**config.mk**
```make
export PLATFORM = sky130hd
export DESIGN_NAME = cfg_ctrl
export DESIGN_NICKNAME = d
export VERILOG_FILES = /design/src/cfg_ctrl_pkg.sv /design/src/cfg_axil_master.sv /design/src/cfg_axil_port.sv /design/src/cfg_ctrl.sv /design/src/cfg_req_arbiter.sv /design/src/cfg_target_decode.sv /design/src/cfg_wb_port.sv
export VERILOG_INCLUDE_DIRS = /design/src /design/src/include
export SDC_FILE = /design/constraint.sdc
export NUM_CORES = 1
export LEC_CHECK = 0
export BUFFER_PORTS_ARGS = -buffer_cell sky130_fd_sc_hd__buf_2
export CAP_MARGIN = 25
export CORE_AREA = 4 4 195 197
export CTS_CLUSTER_DIAMETER = 40
export DETAILED_ROUTE_END_ITERATION = 10
export DIE_AREA = 0 0 199 201
export GPL_ROUTABILITY_DRIVEN = 0
export PLACE_DENSITY = 0.65
export SLEW_MARGIN = 20
export SYNTH_ARGS = -nofsm -noshare
export SYNTH_HDL_FRONTEND = slang
export SYNTH_HIERARCHICAL = 1
export SYNTH_SLANG_ARGS = --single-unit
export TNS_END_PERCENT = 20
```
**constraint.sdc**
```tcl
create_clock -name axi_clk -period 6.9 [get_ports axi_clk]
set_clock_uncertainty 0.15 [all_clocks]
set_input_delay 1.38 -clock axi_clk [delete_from_list [all_inputs] [get_ports axi_clk]]
set_output_delay 1.38 -clock axi_clk [all_outputs]
set_load 0.05 [all_outputs]
```
**src/include/cfg_ctrl_params.svh**
```systemverilog
`ifndef CFG_CTRL_PARAMS_SVH
`define CFG_CTRL_PARAMS_SVH

//////////////////////////////////////////////////
// Page map
//////////////////////////////////////////////////

// Target k sits at page base + k
`define CFG_PAGE_BASE     (20'h30000)
`define CFG_NUM_TGT       5
`define CFG_LOCAL_PAGE    (20'h30005)   // Controller registers

//////////////////////////////////////////////////
// Local register and default responder
//////////////////////////////////////////////////

`define CFG_SEL_OFFSET    (12'h000)     // User project select
`define CFG_DEFAULT_RDATA (32'hFFFFFFFF)

// Address bits passed on to the targets
`define CFG_DOWN_AW       15

`endif

```
**src/cfg_ctrl_pkg.sv**
```systemverilog
package cfg_ctrl_pkg;

	typedef logic [31:0] addr_t;
	typedef logic [31:0] data_t;
	typedef logic [3:0]  strb_t;
	typedef logic [19:0] page_t;        // Top address bits
	typedef logic [14:0] down_addr_t;
	typedef logic [4:0]  prj_sel_t;

	// Bit 0 user subsystem, then LA, AXIS bridge, IO serdes, AXIL switch
	typedef logic [4:0]  tgt_en_t;

	// Requester port to arbiter
	typedef struct packed {
		logic  valid;
		logic  rw;      // Set for write
		addr_t addr;
		data_t data;
		strb_t strb;
	} cfg_req_t;

	// Completion back to a requester
	typedef struct packed {
		logic  done;
		data_t rdata;
	} cfg_done_t;

	// One downstream target response
	typedef struct packed {
		logic  awready;
		logic  wready;
		logic  arready;
		logic  rvalid;
		data_t rdata;
	} tgt_rsp_t;

	typedef enum logic [2:0] {
		m_idle,
		m_read_addr,
		m_read_wait,
		m_write_addr,
		m_write_wait
	} m_state_t;

	typedef enum logic [2:0] {
		s_idle,
		s_write_data,
		s_write_busy,
		s_write_resp,
		s_read_busy,
		s_read_resp
	} s_state_t;

endpackage

```
**src/cfg_axil_master.sv**
```systemverilog
`timescale 1ns/1ns

`include "cfg_ctrl_params.svh"

module cfg_axil_master import cfg_ctrl_pkg::*; (
	input  logic       axi_clk,
	input  logic       axi_reset_n,
	input  cfg_req_t   req_i,
	output cfg_done_t  done_o,
	output logic       m_awvalid_o,
	output logic       m_wvalid_o,
	output logic       m_arvalid_o,
	output logic       m_rready_o,
	output down_addr_t m_awaddr_o,
	output down_addr_t m_araddr_o,
	output data_t      m_wdata_o,
	output strb_t      m_wstrb_o,
	output page_t      m_page_o,
	output logic       m_busy_o,
	input  tgt_rsp_t   rsp_i
);

	m_state_t   state;
	logic       stale;      // Request just completed, still asserted
	logic       done_q;
	data_t      rdata_q;
	down_addr_t daddr_q;
	page_t      page_q;
	logic       start;
	logic       aw_left;
	logic       w_left;
	logic       rd_done;

	assign start   = (state == m_idle) && req_i.valid && !stale;
	assign aw_left = m_awvalid_o && !rsp_i.awready;
	assign w_left  = m_wvalid_o && !rsp_i.wready;
	// Read data may come with arready or later
	assign rd_done = ((state == m_read_addr) || (state == m_read_wait)) && rsp_i.rvalid &&
		(!m_arvalid_o || rsp_i.arready);

	//////////////////////////////////////////////////
	// Transfer state machine
	//////////////////////////////////////////////////

	always_ff @(posedge axi_clk or negedge axi_reset_n) begin
		if (!axi_reset_n) begin
			state       <= m_idle;
			m_awvalid_o <= 1'b0;
			m_wvalid_o  <= 1'b0;
			m_arvalid_o <= 1'b0;
			m_rready_o  <= 1'b0;
			done_q      <= 1'b0;
			stale       <= 1'b0;
		end else begin
			done_q <= 1'b0;
			if (!req_i.valid) begin
				stale <= 1'b0;
			end
			case (state)
				m_idle: begin
					if (start && req_i.rw) begin
						m_awvalid_o <= 1'b1;
						m_wvalid_o  <= 1'b1;
						state       <= m_write_addr;
					end else if (start) begin
						m_arvalid_o <= 1'b1;
						m_rready_o  <= 1'b1;   // Raised together with arvalid
						state       <= m_read_addr;
					end
				end
				m_write_addr, m_write_wait: begin
					// Each valid drops on its own ready
					m_awvalid_o <= aw_left;
					m_wvalid_o  <= w_left;
					if (!aw_left && !w_left) begin
						done_q <= 1'b1;
						stale  <= 1'b1;
						state  <= m_idle;
					end else if (!aw_left) begin
						state <= m_write_wait;   // Only data outstanding
					end
				end
				m_read_addr, m_read_wait: begin
					if (rsp_i.arready) begin
						m_arvalid_o <= 1'b0;
					end
					if (rd_done) begin
						m_rready_o <= 1'b0;
						done_q     <= 1'b1;
						stale      <= 1'b1;
						state      <= m_idle;
					end else if (m_arvalid_o && rsp_i.arready) begin
						state <= m_read_wait;
					end
				end
				default: state <= m_idle;
			endcase
		end
	end

	always_ff @(posedge axi_clk) begin
		if (start) begin
			page_q    <= req_i.addr[31:12];
			daddr_q   <= req_i.addr[`CFG_DOWN_AW-1:0];
			m_wdata_o <= req_i.data;
			m_wstrb_o <= req_i.strb;
		end
		if (rd_done) begin
			rdata_q <= rsp_i.rdata;
		end
	end

	assign m_awaddr_o = daddr_q;
	assign m_araddr_o = daddr_q;
	assign m_page_o   = page_q;
	assign m_busy_o   = (state != m_idle);
	assign done_o     = '{done: done_q, rdata: rdata_q};

endmodule

```
**src/cfg_axil_port.sv**
```systemverilog
`timescale 1ns/1ns

module cfg_axil_port import cfg_ctrl_pkg::*; (
	input  logic      axi_clk,
	input  logic      axi_reset_n,
	// Write address
	input  logic      s_awvalid_i,
	input  addr_t     s_awaddr_i,
	output logic      s_awready_o,
	// Write data
	input  logic      s_wvalid_i,
	input  data_t     s_wdata_i,
	input  strb_t     s_wstrb_i,
	output logic      s_wready_o,
	// Write response
	output logic      s_bvalid_o,
	input  logic      s_bready_i,
	// Read address
	input  logic      s_arvalid_i,
	input  addr_t     s_araddr_i,
	output logic      s_arready_o,
	// Read data
	output logic      s_rvalid_o,
	output data_t     s_rdata_o,
	input  logic      s_rready_i,
	// Arbiter side
	output cfg_req_t  req_o,
	input  cfg_done_t done_i
);

	s_state_t state;
	addr_t    req_addr;
	data_t    req_data;
	strb_t    req_strb;

	//////////////////////////////////////////////////
	// Port state machine
	//////////////////////////////////////////////////

	always_ff @(posedge axi_clk or negedge axi_reset_n) begin
		if (!axi_reset_n) begin
			state       <= s_idle;
			s_awready_o <= 1'b0;
			s_wready_o  <= 1'b0;
			s_arready_o <= 1'b0;
			s_bvalid_o  <= 1'b0;
			s_rvalid_o  <= 1'b0;
		end else begin
			// Readies are single pulses
			s_awready_o <= 1'b0;
			s_wready_o  <= 1'b0;
			s_arready_o <= 1'b0;
			case (state)
				s_idle: begin
					if (s_awvalid_i) begin    // Write wins over read
						s_awready_o <= 1'b1;
						state       <= s_write_data;
					end else if (s_arvalid_i) begin
						s_arready_o <= 1'b1;
						state       <= s_read_busy;
					end
				end
				s_write_data: begin
					if (s_wvalid_i) begin
						s_wready_o <= 1'b1;
						state      <= s_write_busy;
					end
				end
				s_write_busy: begin
					if (done_i.done) begin
						s_bvalid_o <= 1'b1;
						state      <= s_write_resp;
					end
				end
				s_write_resp: begin
					if (s_bready_i) begin
						s_bvalid_o <= 1'b0;
						state      <= s_idle;
					end
				end
				s_read_busy: begin
					if (done_i.done) begin
						s_rvalid_o <= 1'b1;
						state      <= s_read_resp;
					end
				end
				s_read_resp: begin
					if (s_rready_i) begin
						s_rvalid_o <= 1'b0;
						state      <= s_idle;
					end
				end
				default: state <= s_idle;
			endcase
		end
	end

	always_ff @(posedge axi_clk) begin
		if (state == s_idle) begin
			req_addr <= s_awvalid_i ? s_awaddr_i : s_araddr_i;
		end
		if (state == s_write_data && s_wvalid_i) begin
			req_data <= s_wdata_i;
			req_strb <= s_wstrb_i;
		end
		if (state == s_read_busy && done_i.done) begin
			s_rdata_o <= done_i.rdata;
		end
	end

	// Request is held straight from the busy states
	assign req_o = '{valid: (state == s_write_busy) || (state == s_read_busy),
		rw: (state == s_write_busy), addr: req_addr, data: req_data, strb: req_strb};

endmodule

```
**src/cfg_ctrl.sv**
```systemverilog
`timescale 1ns/1ns

`include "cfg_ctrl_params.svh"

module cfg_ctrl import cfg_ctrl_pkg::*; (
	input  logic       axi_clk,
	input  logic       axi_reset_n,
	// Wishbone slave
	input  logic       wbs_cyc_i,
	input  logic       wbs_stb_i,
	input  logic       wbs_we_i,
	input  addr_t      wbs_adr_i,
	input  data_t      wbs_wdata_i,
	input  strb_t      wbs_sel_i,
	output logic       wbs_ack_o,
	output data_t      wbs_rdata_o,
	// FPGA side AXI4-Lite slave
	input  logic       s_awvalid_i,
	input  addr_t      s_awaddr_i,
	output logic       s_awready_o,
	input  logic       s_wvalid_i,
	input  data_t      s_wdata_i,
	input  strb_t      s_wstrb_i,
	output logic       s_wready_o,
	output logic       s_bvalid_o,
	input  logic       s_bready_i,
	input  logic       s_arvalid_i,
	input  addr_t      s_araddr_i,
	output logic       s_arready_o,
	output logic       s_rvalid_o,
	output data_t      s_rdata_o,
	input  logic       s_rready_i,
	// Downstream AXI-Lite master
	output logic       m_awvalid_o,
	output down_addr_t m_awaddr_o,
	output logic       m_wvalid_o,
	output data_t      m_wdata_o,
	output strb_t      m_wstrb_o,
	output logic       m_arvalid_o,
	output down_addr_t m_araddr_o,
	output logic       m_rready_o,
	// Targets
	input  tgt_rsp_t   tgt_rsp_i [`CFG_NUM_TGT],
	output tgt_en_t    tgt_en_o,
	output prj_sel_t   user_prj_sel_o
);

	cfg_req_t  wb_req;
	cfg_req_t  fpga_req;
	cfg_req_t  m_req;
	cfg_done_t wb_done;
	cfg_done_t fpga_done;
	cfg_done_t m_done;
	page_t     m_page;
	logic      m_busy;
	tgt_rsp_t  tgt_rsp;     // Merged response of the selected target

	cfg_wb_port u_wb_port (
		.axi_clk     (axi_clk),
		.axi_reset_n (axi_reset_n),
		.wbs_cyc_i   (wbs_cyc_i),
		.wbs_stb_i   (wbs_stb_i),
		.wbs_we_i    (wbs_we_i),
		.wbs_adr_i   (wbs_adr_i),
		.wbs_wdata_i (wbs_wdata_i),
		.wbs_sel_i   (wbs_sel_i),
		.wbs_ack_o   (wbs_ack_o),
		.wbs_rdata_o (wbs_rdata_o),
		.req_o       (wb_req),
		.done_i      (wb_done)
	);

	cfg_axil_port u_axil_port (
		.axi_clk     (axi_clk),
		.axi_reset_n (axi_reset_n),
		.s_awvalid_i (s_awvalid_i),
		.s_awaddr_i  (s_awaddr_i),
		.s_awready_o (s_awready_o),
		.s_wvalid_i  (s_wvalid_i),
		.s_wdata_i   (s_wdata_i),
		.s_wstrb_i   (s_wstrb_i),
		.s_wready_o  (s_wready_o),
		.s_bvalid_o  (s_bvalid_o),
		.s_bready_i  (s_bready_i),
		.s_arvalid_i (s_arvalid_i),
		.s_araddr_i  (s_araddr_i),
		.s_arready_o (s_arready_o),
		.s_rvalid_o  (s_rvalid_o),
		.s_rdata_o   (s_rdata_o),
		.s_rready_i  (s_rready_i),
		.req_o       (fpga_req),
		.done_i      (fpga_done)
	);

	cfg_req_arbiter u_arbiter (
		.axi_clk     (axi_clk),
		.axi_reset_n (axi_reset_n),
		.wb_req_i    (wb_req),
		.fpga_req_i  (fpga_req),
		.wb_done_o   (wb_done),
		.fpga_done_o (fpga_done),
		.m_req_o     (m_req),
		.m_done_i    (m_done)
	);

	cfg_axil_master u_master (
		.axi_clk     (axi_clk),
		.axi_reset_n (axi_reset_n),
		.req_i       (m_req),
		.done_o      (m_done),
		.m_awvalid_o (m_awvalid_o),
		.m_wvalid_o  (m_wvalid_o),
		.m_arvalid_o (m_arvalid_o),
		.m_rready_o  (m_rready_o),
		.m_awaddr_o  (m_awaddr_o),
		.m_araddr_o  (m_araddr_o),
		.m_wdata_o   (m_wdata_o),
		.m_wstrb_o   (m_wstrb_o),
		.m_page_o    (m_page),
		.m_busy_o    (m_busy),
		.rsp_i       (tgt_rsp)
	);

	cfg_target_decode u_decode (
		.axi_clk        (axi_clk),
		.axi_reset_n    (axi_reset_n),
		.page_i         (m_page),
		.busy_i         (m_busy),
		.awvalid_i      (m_awvalid_o),
		.wvalid_i       (m_wvalid_o),
		.arvalid_i      (m_arvalid_o),
		.awaddr_i       (m_awaddr_o),
		.wdata_i        (m_wdata_o),
		.wstrb_i        (m_wstrb_o),
		.tgt_rsp_i      (tgt_rsp_i),
		.tgt_en_o       (tgt_en_o),
		.rsp_o          (tgt_rsp),
		.user_prj_sel_o (user_prj_sel_o)
	);

endmodule

```
**src/cfg_req_arbiter.sv**
```systemverilog
`timescale 1ns/1ns

module cfg_req_arbiter import cfg_ctrl_pkg::*; (
	input  logic      axi_clk,
	input  logic      axi_reset_n,
	input  cfg_req_t  wb_req_i,
	input  cfg_req_t  fpga_req_i,
	output cfg_done_t wb_done_o,
	output cfg_done_t fpga_done_o,
	output cfg_req_t  m_req_o,
	input  cfg_done_t m_done_i
);

	logic grant_q;  // Low for Wishbone, high for FPGA port

	// Holder keeps the grant until it lets go of valid
	always_ff @(posedge axi_clk or negedge axi_reset_n) begin
		if (!axi_reset_n) begin
			grant_q <= 1'b0;
		end else if (!grant_q && !wb_req_i.valid && fpga_req_i.valid) begin
			grant_q <= 1'b1;
		end else if (grant_q && !fpga_req_i.valid && wb_req_i.valid) begin
			grant_q <= 1'b0;
		end
	end

	assign m_req_o = grant_q ? fpga_req_i : wb_req_i;

	// Completion goes only to the grant holder
	always_comb begin
		wb_done_o        = m_done_i;
		fpga_done_o      = m_done_i;
		wb_done_o.done   = m_done_i.done && !grant_q;
		fpga_done_o.done = m_done_i.done && grant_q;
	end

endmodule

```
**src/cfg_target_decode.sv**
```systemverilog
`timescale 1ns/1ns

`include "cfg_ctrl_params.svh"

module cfg_target_decode import cfg_ctrl_pkg::*; (
	input  logic       axi_clk,
	input  logic       axi_reset_n,
	input  page_t      page_i,
	input  logic       busy_i,
	input  logic       awvalid_i,
	input  logic       wvalid_i,
	input  logic       arvalid_i,
	input  down_addr_t awaddr_i,
	input  data_t      wdata_i,
	input  strb_t      wstrb_i,
	input  tgt_rsp_t   tgt_rsp_i [`CFG_NUM_TGT],
	output tgt_en_t    tgt_en_o,
	output tgt_rsp_t   rsp_o,
	output prj_sel_t   user_prj_sel_o
);

	logic local_hit;
	logic dflt_hit;
	logic sel_wr;

	//////////////////////////////////////////////////
	// Page decode
	//////////////////////////////////////////////////

	always_comb begin
		for (int k = 0; k < `CFG_NUM_TGT; k++) begin
			tgt_en_o[k] = busy_i && (page_i == `CFG_PAGE_BASE + page_t'(k));
		end
	end

	assign local_hit = busy_i && (page_i == `CFG_LOCAL_PAGE);
	assign dflt_hit  = busy_i && !local_hit && (tgt_en_o == '0);   // Anything unmapped

	//////////////////////////////////////////////////
	// Response merge
	//////////////////////////////////////////////////

	always_comb begin
		rsp_o = '0;
		for (int k = 0; k < `CFG_NUM_TGT; k++) begin
			if (tgt_en_o[k]) begin
				rsp_o = tgt_rsp_i[k];   // Enables are one-hot
			end
		end
		if (local_hit) begin
			// Write needs address and data together
			rsp_o.awready = awvalid_i && wvalid_i;
			rsp_o.wready  = awvalid_i && wvalid_i;
			rsp_o.arready = 1'b1;
			rsp_o.rvalid  = 1'b1;
			rsp_o.rdata   = data_t'(user_prj_sel_o);
		end
		if (dflt_hit) begin
			// Accept everything at once
			rsp_o.awready = awvalid_i;
			rsp_o.wready  = wvalid_i;
			rsp_o.arready = arvalid_i;
			rsp_o.rvalid  = arvalid_i;
			rsp_o.rdata   = `CFG_DEFAULT_RDATA;
		end
	end

	// Select register sits at offset 0, byte lane 0
	assign sel_wr = local_hit && awvalid_i && wvalid_i &&
		(awaddr_i[11:0] == `CFG_SEL_OFFSET) && wstrb_i[0];

	always_ff @(posedge axi_clk or negedge axi_reset_n) begin
		if (!axi_reset_n) begin
			user_prj_sel_o <= '0;
		end else if (sel_wr) begin
			user_prj_sel_o <= wdata_i[$bits(prj_sel_t)-1:0];
		end
	end

endmodule

```
**src/cfg_wb_port.sv**
```systemverilog
`timescale 1ns/1ns

module cfg_wb_port import cfg_ctrl_pkg::*; (
	input  logic      axi_clk,
	input  logic      axi_reset_n,
	input  logic      wbs_cyc_i,
	input  logic      wbs_stb_i,
	input  logic      wbs_we_i,
	input  addr_t     wbs_adr_i,
	input  data_t     wbs_wdata_i,
	input  strb_t     wbs_sel_i,
	output logic      wbs_ack_o,
	output data_t     wbs_rdata_o,
	output cfg_req_t  req_o,
	input  cfg_done_t done_i
);

	logic  req_valid;   // Holder state, set while a request is out
	logic  req_rw;
	addr_t req_addr;
	data_t req_data;
	strb_t req_strb;
	logic  accept;
	logic  finish;

	// The ack cycle itself keeps a still-asserted stb from starting a new request
	assign accept = !req_valid && !wbs_ack_o && wbs_cyc_i && wbs_stb_i;
	assign finish = req_valid && done_i.done;

	always_ff @(posedge axi_clk or negedge axi_reset_n) begin
		if (!axi_reset_n) begin
			req_valid <= 1'b0;
			wbs_ack_o <= 1'b0;
		end else begin
			wbs_ack_o <= finish;    // One cycle pulse
			if (accept) begin
				req_valid <= 1'b1;
			end else if (finish) begin
				req_valid <= 1'b0;
			end
		end
	end

	always_ff @(posedge axi_clk) begin
		if (accept) begin
			req_rw   <= wbs_we_i;
			req_addr <= wbs_adr_i;
			req_data <= wbs_wdata_i;
			req_strb <= wbs_sel_i;
		end
		if (finish) begin
			wbs_rdata_o <= done_i.rdata;
		end
	end

	assign req_o = '{valid: req_valid, rw: req_rw, addr: req_addr,
		data: req_data, strb: req_strb};

endmodule

```
# Yosys cells after proc, flatten, opt, wreduce, memory -nomap -nowiden
# Index checks and enable logic that the tools add are counted.
[classes] mux=56 n_eq_ne=29 n_reduce_logical=68
[ops] op="2-to-1 mux 36 bit" n=7
[ops] op="equality test 20 x 18 -> 1 bit (second input constant)" n=6
[ops] op="2-to-1 mux 70 bit" n=1
[ops] op="2-to-1 mux 3 bit" n=13
[ops] op="logical AND 1 bit" n=34
[ops] op="2-to-1 mux 32 bit" n=1
[ops] op="2-to-1 mux 1 bit" n=24
[ops] op="one-hot mux 3 bit (6 select lines)" n=1
[ops] op="one-hot mux 1 bit (2 select lines)" n=8
[ops] op="equality test 3 x 2 -> 1 bit (second input constant)" n=4
[ops] op="logical NOT 12 bit" n=1
[ops] op="inequality test 2 bit (second input constant)" n=6
[ops] op="nonzero test 2 bit" n=6
[ops] op="logical NOT 1 bit" n=11
[ops] op="equality test 3 bit (second input constant)" n=3
[ops] op="one-hot mux 3 bit (3 select lines)" n=1
[ops] op="AND reduction 3 bit" n=3
[ops] op="inequality test 2 x 1 -> 1 bit (second input constant)" n=4
[ops] op="AND reduction 4 bit" n=2
[ops] op="equality test 3 x 1 -> 1 bit (second input constant)" n=2
[ops] op="logical NOT 3 bit" n=2
[ops] op="inequality test 3 bit (second input constant)" n=2
[ops] op="AND reduction 6 bit" n=1
[ops] op="logical NOT 5 bit" n=1
[ops] op="other kinds (6)" n=9
[totals] out_inout_bits=150 ff_bits=329 in_bits=358

# Longest topological paths before layout
[logic_depth] depth_word=15 depth_mapped=12

# Cells and area by module
# Netlist, hierarchy kept.
[modules_own_cells] mod="cfg_axil_port" instances=1 cells_each=181 area_per_inst_um2=3873.7
[modules_own_cells] mod="cfg_axil_master" instances=1 cells_each=170 area_per_inst_um2=3642.2
[modules_own_cells] mod="cfg_wb_port" instances=1 cells_each=109 area_per_inst_um2=3131.8
[modules_own_cells] mod="cfg_target_decode" instances=1 cells_each=281 area_per_inst_um2=1969.4
[modules_own_cells] mod="cfg_req_arbiter" instances=1 cells_each=148 area_per_inst_um2=1609.0

# Least setup slack after synthesis
# Ideal clock, no wire load.
[synth_timing] kind="register to register" from="register u_axil_port.state[0]" to="register u_master.state[1]" period_less_slack_ps=4854 n_path_buf=2 stages_incl_launch_ff=10 setup_slack_ps=2046 t_arrival_ps=4638 required_time_ps=6684 cell_sequence="dfrtp_1 -> buf_4 -> buf_2 -> o21ba_1 -> nand2_1 -> o21ai_0 -> or3b_4 -> nor3_2 -> a22o_1 -> mux2_1"
[synth_lines] item="start: declaration" line="cfg_axil_port.sv:31" text="s_state_t state;"
[synth_lines] item="start signal: assignment" line="cfg_axil_port.sv:42" text="state <= s_idle;"
[synth_lines] item="start signal: assignment" line="cfg_axil_port.sv:57" text="state <= s_write_data;"
[synth_lines] item="start signal: assignment" line="cfg_axil_port.sv:60" text="state <= s_read_busy;"
[synth_lines] item="end signal: assignment" line="cfg_axil_master.sv:47" text="state <= m_idle;"
[synth_lines] item="end signal: assignment" line="cfg_axil_master.sv:64" text="state <= m_write_addr;"
[synth_lines] item="end signal: assignment" line="cfg_axil_master.sv:68" text="state <= m_read_addr;"
[synth_lines] item="end: declaration" line="cfg_axil_master.sv:23" text="m_state_t state;"

# Worst setup path after layout
[layout_timing] from="register u_master.page_q[19], in the netlist u_master/m_page_o[19]" to="output port tgt_en_o[0]"
[layout_via] elab_chain_cells=2
[layout_lines] item="start: declaration" line="cfg_axil_master.sv:28" text="page_t page_q;"
[layout_lines] item="start signal: assignment" line="cfg_axil_master.sv:103" text="page_q <= req_i.addr[31:12];"
[layout_lines] item="equality test 20 x 18 -> 1 bit" line="cfg_target_decode.sv:32" text="tgt_en_o[k] = busy_i && (page_i == `CFG_PAGE_BASE + page_t'(k));"
[layout_lines] item="logical AND 1 bit" line="cfg_target_decode.sv:32"
[layout_lines] item="end: declaration" line="cfg_ctrl.sv:44" text="output tgt_en_t tgt_en_o,"
# Every way passes these cells.

==> flow_summary_export.csv <==
group,metric,value,unit
status,outcome,"finished clean",
pwr,p_sw_frac,0.3571,
sta,slew_viol_final,0,
setup_path,cp_slowest_cell,"buf_4",
route,wirelength,40.41,mm
synthesis,synthCells,889,
route,detail_route.drc_violations,0,
final_layout,synthToLayoutAreaGrowth,26.84,%
final_layout,layout_common_cells,"buf_2 (507), edfxtp_1 (301), nand2_1 (81)",
worst_hold_path,hp-class,"reg2reg",
synthesis,ys.flop_type,"edfxtp_1",
clock_tree,clk_pin_slew,0.06,ns
clock_tree,insertion_delay,0.54,ns
floorplan,die_y,201,um
pwr,p_leak,7.377,nW
job,cap_viol_max_count,0,
global_routing,grt_max_degree,73,
global_routing,grtUsageTotal,0.1922,
setup_path,crit_family,"simple AND/OR/NAND/NOR gates",
sta,worstMarginPinSlew,1.012,ns
final_layout,nFillCells,3179,
pwr,peakVddDrop,0.2568,mV
setup_path,cp_data_required_time,5.37,ns
floorplan,start_util,0.3923,
final_layout,layout_commonest_cell,"buf_2",
clock_tree,cts_buffers,43,
synthesis,synth_seq_cells,326,
setup_path,cp.arrival,2.82,ns
place,portBuffers,507,
route,drt_iter0_drc,325,
clock_tree,postCtsSetupBuffers,0,
clock_tree,h-tree-depth,2,
route,post_drt_wl_per_cell,22.02,um
place,hpwlAfterDp,30.22,mm
floorplan,ios,508,
floorplan,dieArea,40000,um2
route,drt_first_pass_iters,4,
sta,fmax,0.2297,GHz
sta,rsz0062_at_grt,"false",
sta,slew_headroom,0.3253,
clock_tree,cts_resized,0,
synthesis,synthArstFlopShare,0.07669,
clock_tree,cts_sinks,326,
setup_path,worstSetupPathType,"reg2out",
setup_path,cp-end-kind,"output pin",
clock_tree,root_buffer,"clkbuf_16",
synthesis,syn_area_per_cell,16.00,um2
floorplan,coreArea,36260,um2
synthesis,synth_edf_count,301,
route,vias,8933,
floorplan,fp.dieW,199,um
pwr,netSwitchingPower,2.720,mW
sta,setup_viol,0,
global_routing,grt_pass1_vias,9318,
sta,period_share,0.6308,
setup_path,crit_fanout,39,
final_layout,drive_gt1_frac,0.5202,
clock_tree,cts_buffer_depth,3,
synthesis,ys_warn_count,6,
pwr,pwr-share-seq,0.408,
setup_path,startpoint_type,"flip-flop",
synthesis,syn_area,14230,um2
synthesis,yosysSeqAreaShare,0.6793,
final_layout,fin_util,0.4977,
pwr,p_per_area,422.2,nW/um2
pwr,p_total,7.618,mW
synthesis,synth_nets,1247,
route,antenna_left,0,
setup_path,crit_buf_inv,2,
pwr,pwr-share-comb,0.302,
global_routing,grt_pass1_wl,57.00,mm
route,via_per_inst,4.868,
pwr,clkPwrFrac,0.290,
sta,setup_tns,0,ns
global_routing,grt.overflow.total,0,
floorplan,rows,70,
setup_path,slowest_delay,0.44,ns
clock_tree,postCtsHoldBufs,0,
sta,fin_crit,4.353,ns
global_routing,antenna_found_initial,11,
final_layout,nets,1686,
synthesis,synthDistinctLibCells,58,
clock_tree,cts_tree,"done",
setup_path,critical_path.cell_chain,"nor4_4 -> nand4_4 -> nor4b_4 -> buf_4 -> nor3b_1 -> buf_2",
sta,finalHoldViolCount,0,
pwr,internal_power,4.898,mW
-- final timing paths --
check / from / end / slack, ns / depth (start not counted)
min in group asynchronous: axi_reset_n / u_axil_port/s_wready_o / 0.73 / 1
max reg2reg: u_master/m_page_o[19] / u_master/rdata_q[9] / 3.38 / 9
max in group asynchronous: axi_reset_n / u_arbiter/grant_q / 5.35 / 1
min reg2reg: u_master/rdata_q[9] / u_wb_port/wbs_rdata_o[9] / 0.28 / 0
min: u_master/rdata_q[9] / u_wb_port/wbs_rdata_o[9] / 0.28 / 0
max: u_master/m_page_o[19] / tgt_en_o[0] / 2.55 / 6
-- power groups by stage --
stage               Sequential (mW)  Combinational, mW  Clock (mW)
floorplan                      3.55               1.42           0
global route                   3.16               2.47        2.35
detailed placement             3.16               2.32           0
finish                         3.11               2.30        2.21
CTS                            3.12               2.33        2.27
global placement               3.13               2.30           0
-- cell usage after synthesis, drive strengths merged (2+ instances only) --
cell | instances | area share
edfxtp | 301 | 0.64
buf | 114 | 0.062
mux2 | 114 | 0.11
nand2 | 82 | 0.022
a21oi | 41 | 0.014
o21ai | 41 | 0.015
a22oi | 36 | 0.019
mux2i | 32 | 0.023
dfrtp | 25 | 0.044
clkbuf | 13 | 0.0034
nor2 | 10 | 0.0032
nor3 | 9 | 0.0039
nor2b | 8 | 0.0040
nor4 | 8 | 0.0077
inv | 6 | 0.0016
mux4 | 6 | 0.0095
a21o | 5 | 0.0029
and2 | 5 | 0.0022
and3b | 3 | 0.0019
nand2b | 3 | 0.0013
nand3 | 3 | 0.0019
nand4 | 2 | 0.0019
o22ai | 2 | 0.00088
-- cell families after synthesis --
group / share of synthesized area
simple gates: 0.05576
fa+ha+maj: 0.0007915
buf+inv: 0.06667
compound gates: 0.05981
flops: 0.6793
xor+xnor: 0.0006158
mux: 0.1370
-- worst register-to-register path: stages (launching register included) --
cell	delay, ns
edfxtp_1	0.41
nor4_4	0.33
nand4_4	0.28
nor4b_4	0.28
buf_4	0.44
a22oi_1	0.13
nand2_1	0.12
o21ai_0	0.24
nor2_4	0.58
buf_16	0.24
-- cell type report --
class                           instances  area (um2)  share of cell area
Sequential cell                       326        9668              0.5358
Multi-Input combinational cell        430        3655              0.2025
Timing Repair Buffer                  521        2663              0.1476
Clock buffer                           52        1131             0.06268
Tap cell                              468       585.6             0.03245
Clock inverter                         28       310.3             0.01720
Inverter                                6       22.52            0.001248
Antenna cell                            4       10.01           0.0005547
-- stage by stage --
step,area (um2),hold WS [ns],setup WS [ns],std cells
after floorplan,14230,0.3273,2.046,889
after global placement,16570,0.2752,3.127,1750
after detailed placement,16570,0.2798,3.114,1750
after CTS,18010,0.2923,2.517,1830
after global routing,18040,0.2893,2.384,1834
final,18040,0.2810,2.547,1835
-- routing by layer --
layer | part of all wire | GRT usage | routed length [um] | vias up
met5 | 0.0019 | 0 | 75 | -
met4 | 0.026 | 0.05960 | 1045 | 12
met3 | 0.079 | 0.04851 | 3186 | 65
met2 | 0.52 | 0.3497 | 21030 | 419
met1 | 0.37 | 0.2208 | 15070 | 4253
li1 | - | - | - | 4184
-- flip-flops by register name, summed over array words and instances (netlist names), 14 cells and up --
register               flops
u_master/m_araddr_o       14
u_wb_port/wbs_rdata_o     32
u_master/m_wdata_o        32
u_axil_port/req_addr      32
u_axil_port/req_data      32
u_master/rdata_q          32
u_wb_port/req_addr        32
u_wb_port/req_data        32
u_master/m_page_o         18
u_axil_port/s_rdata_o     32
Power figures use the tool's default switching activity.
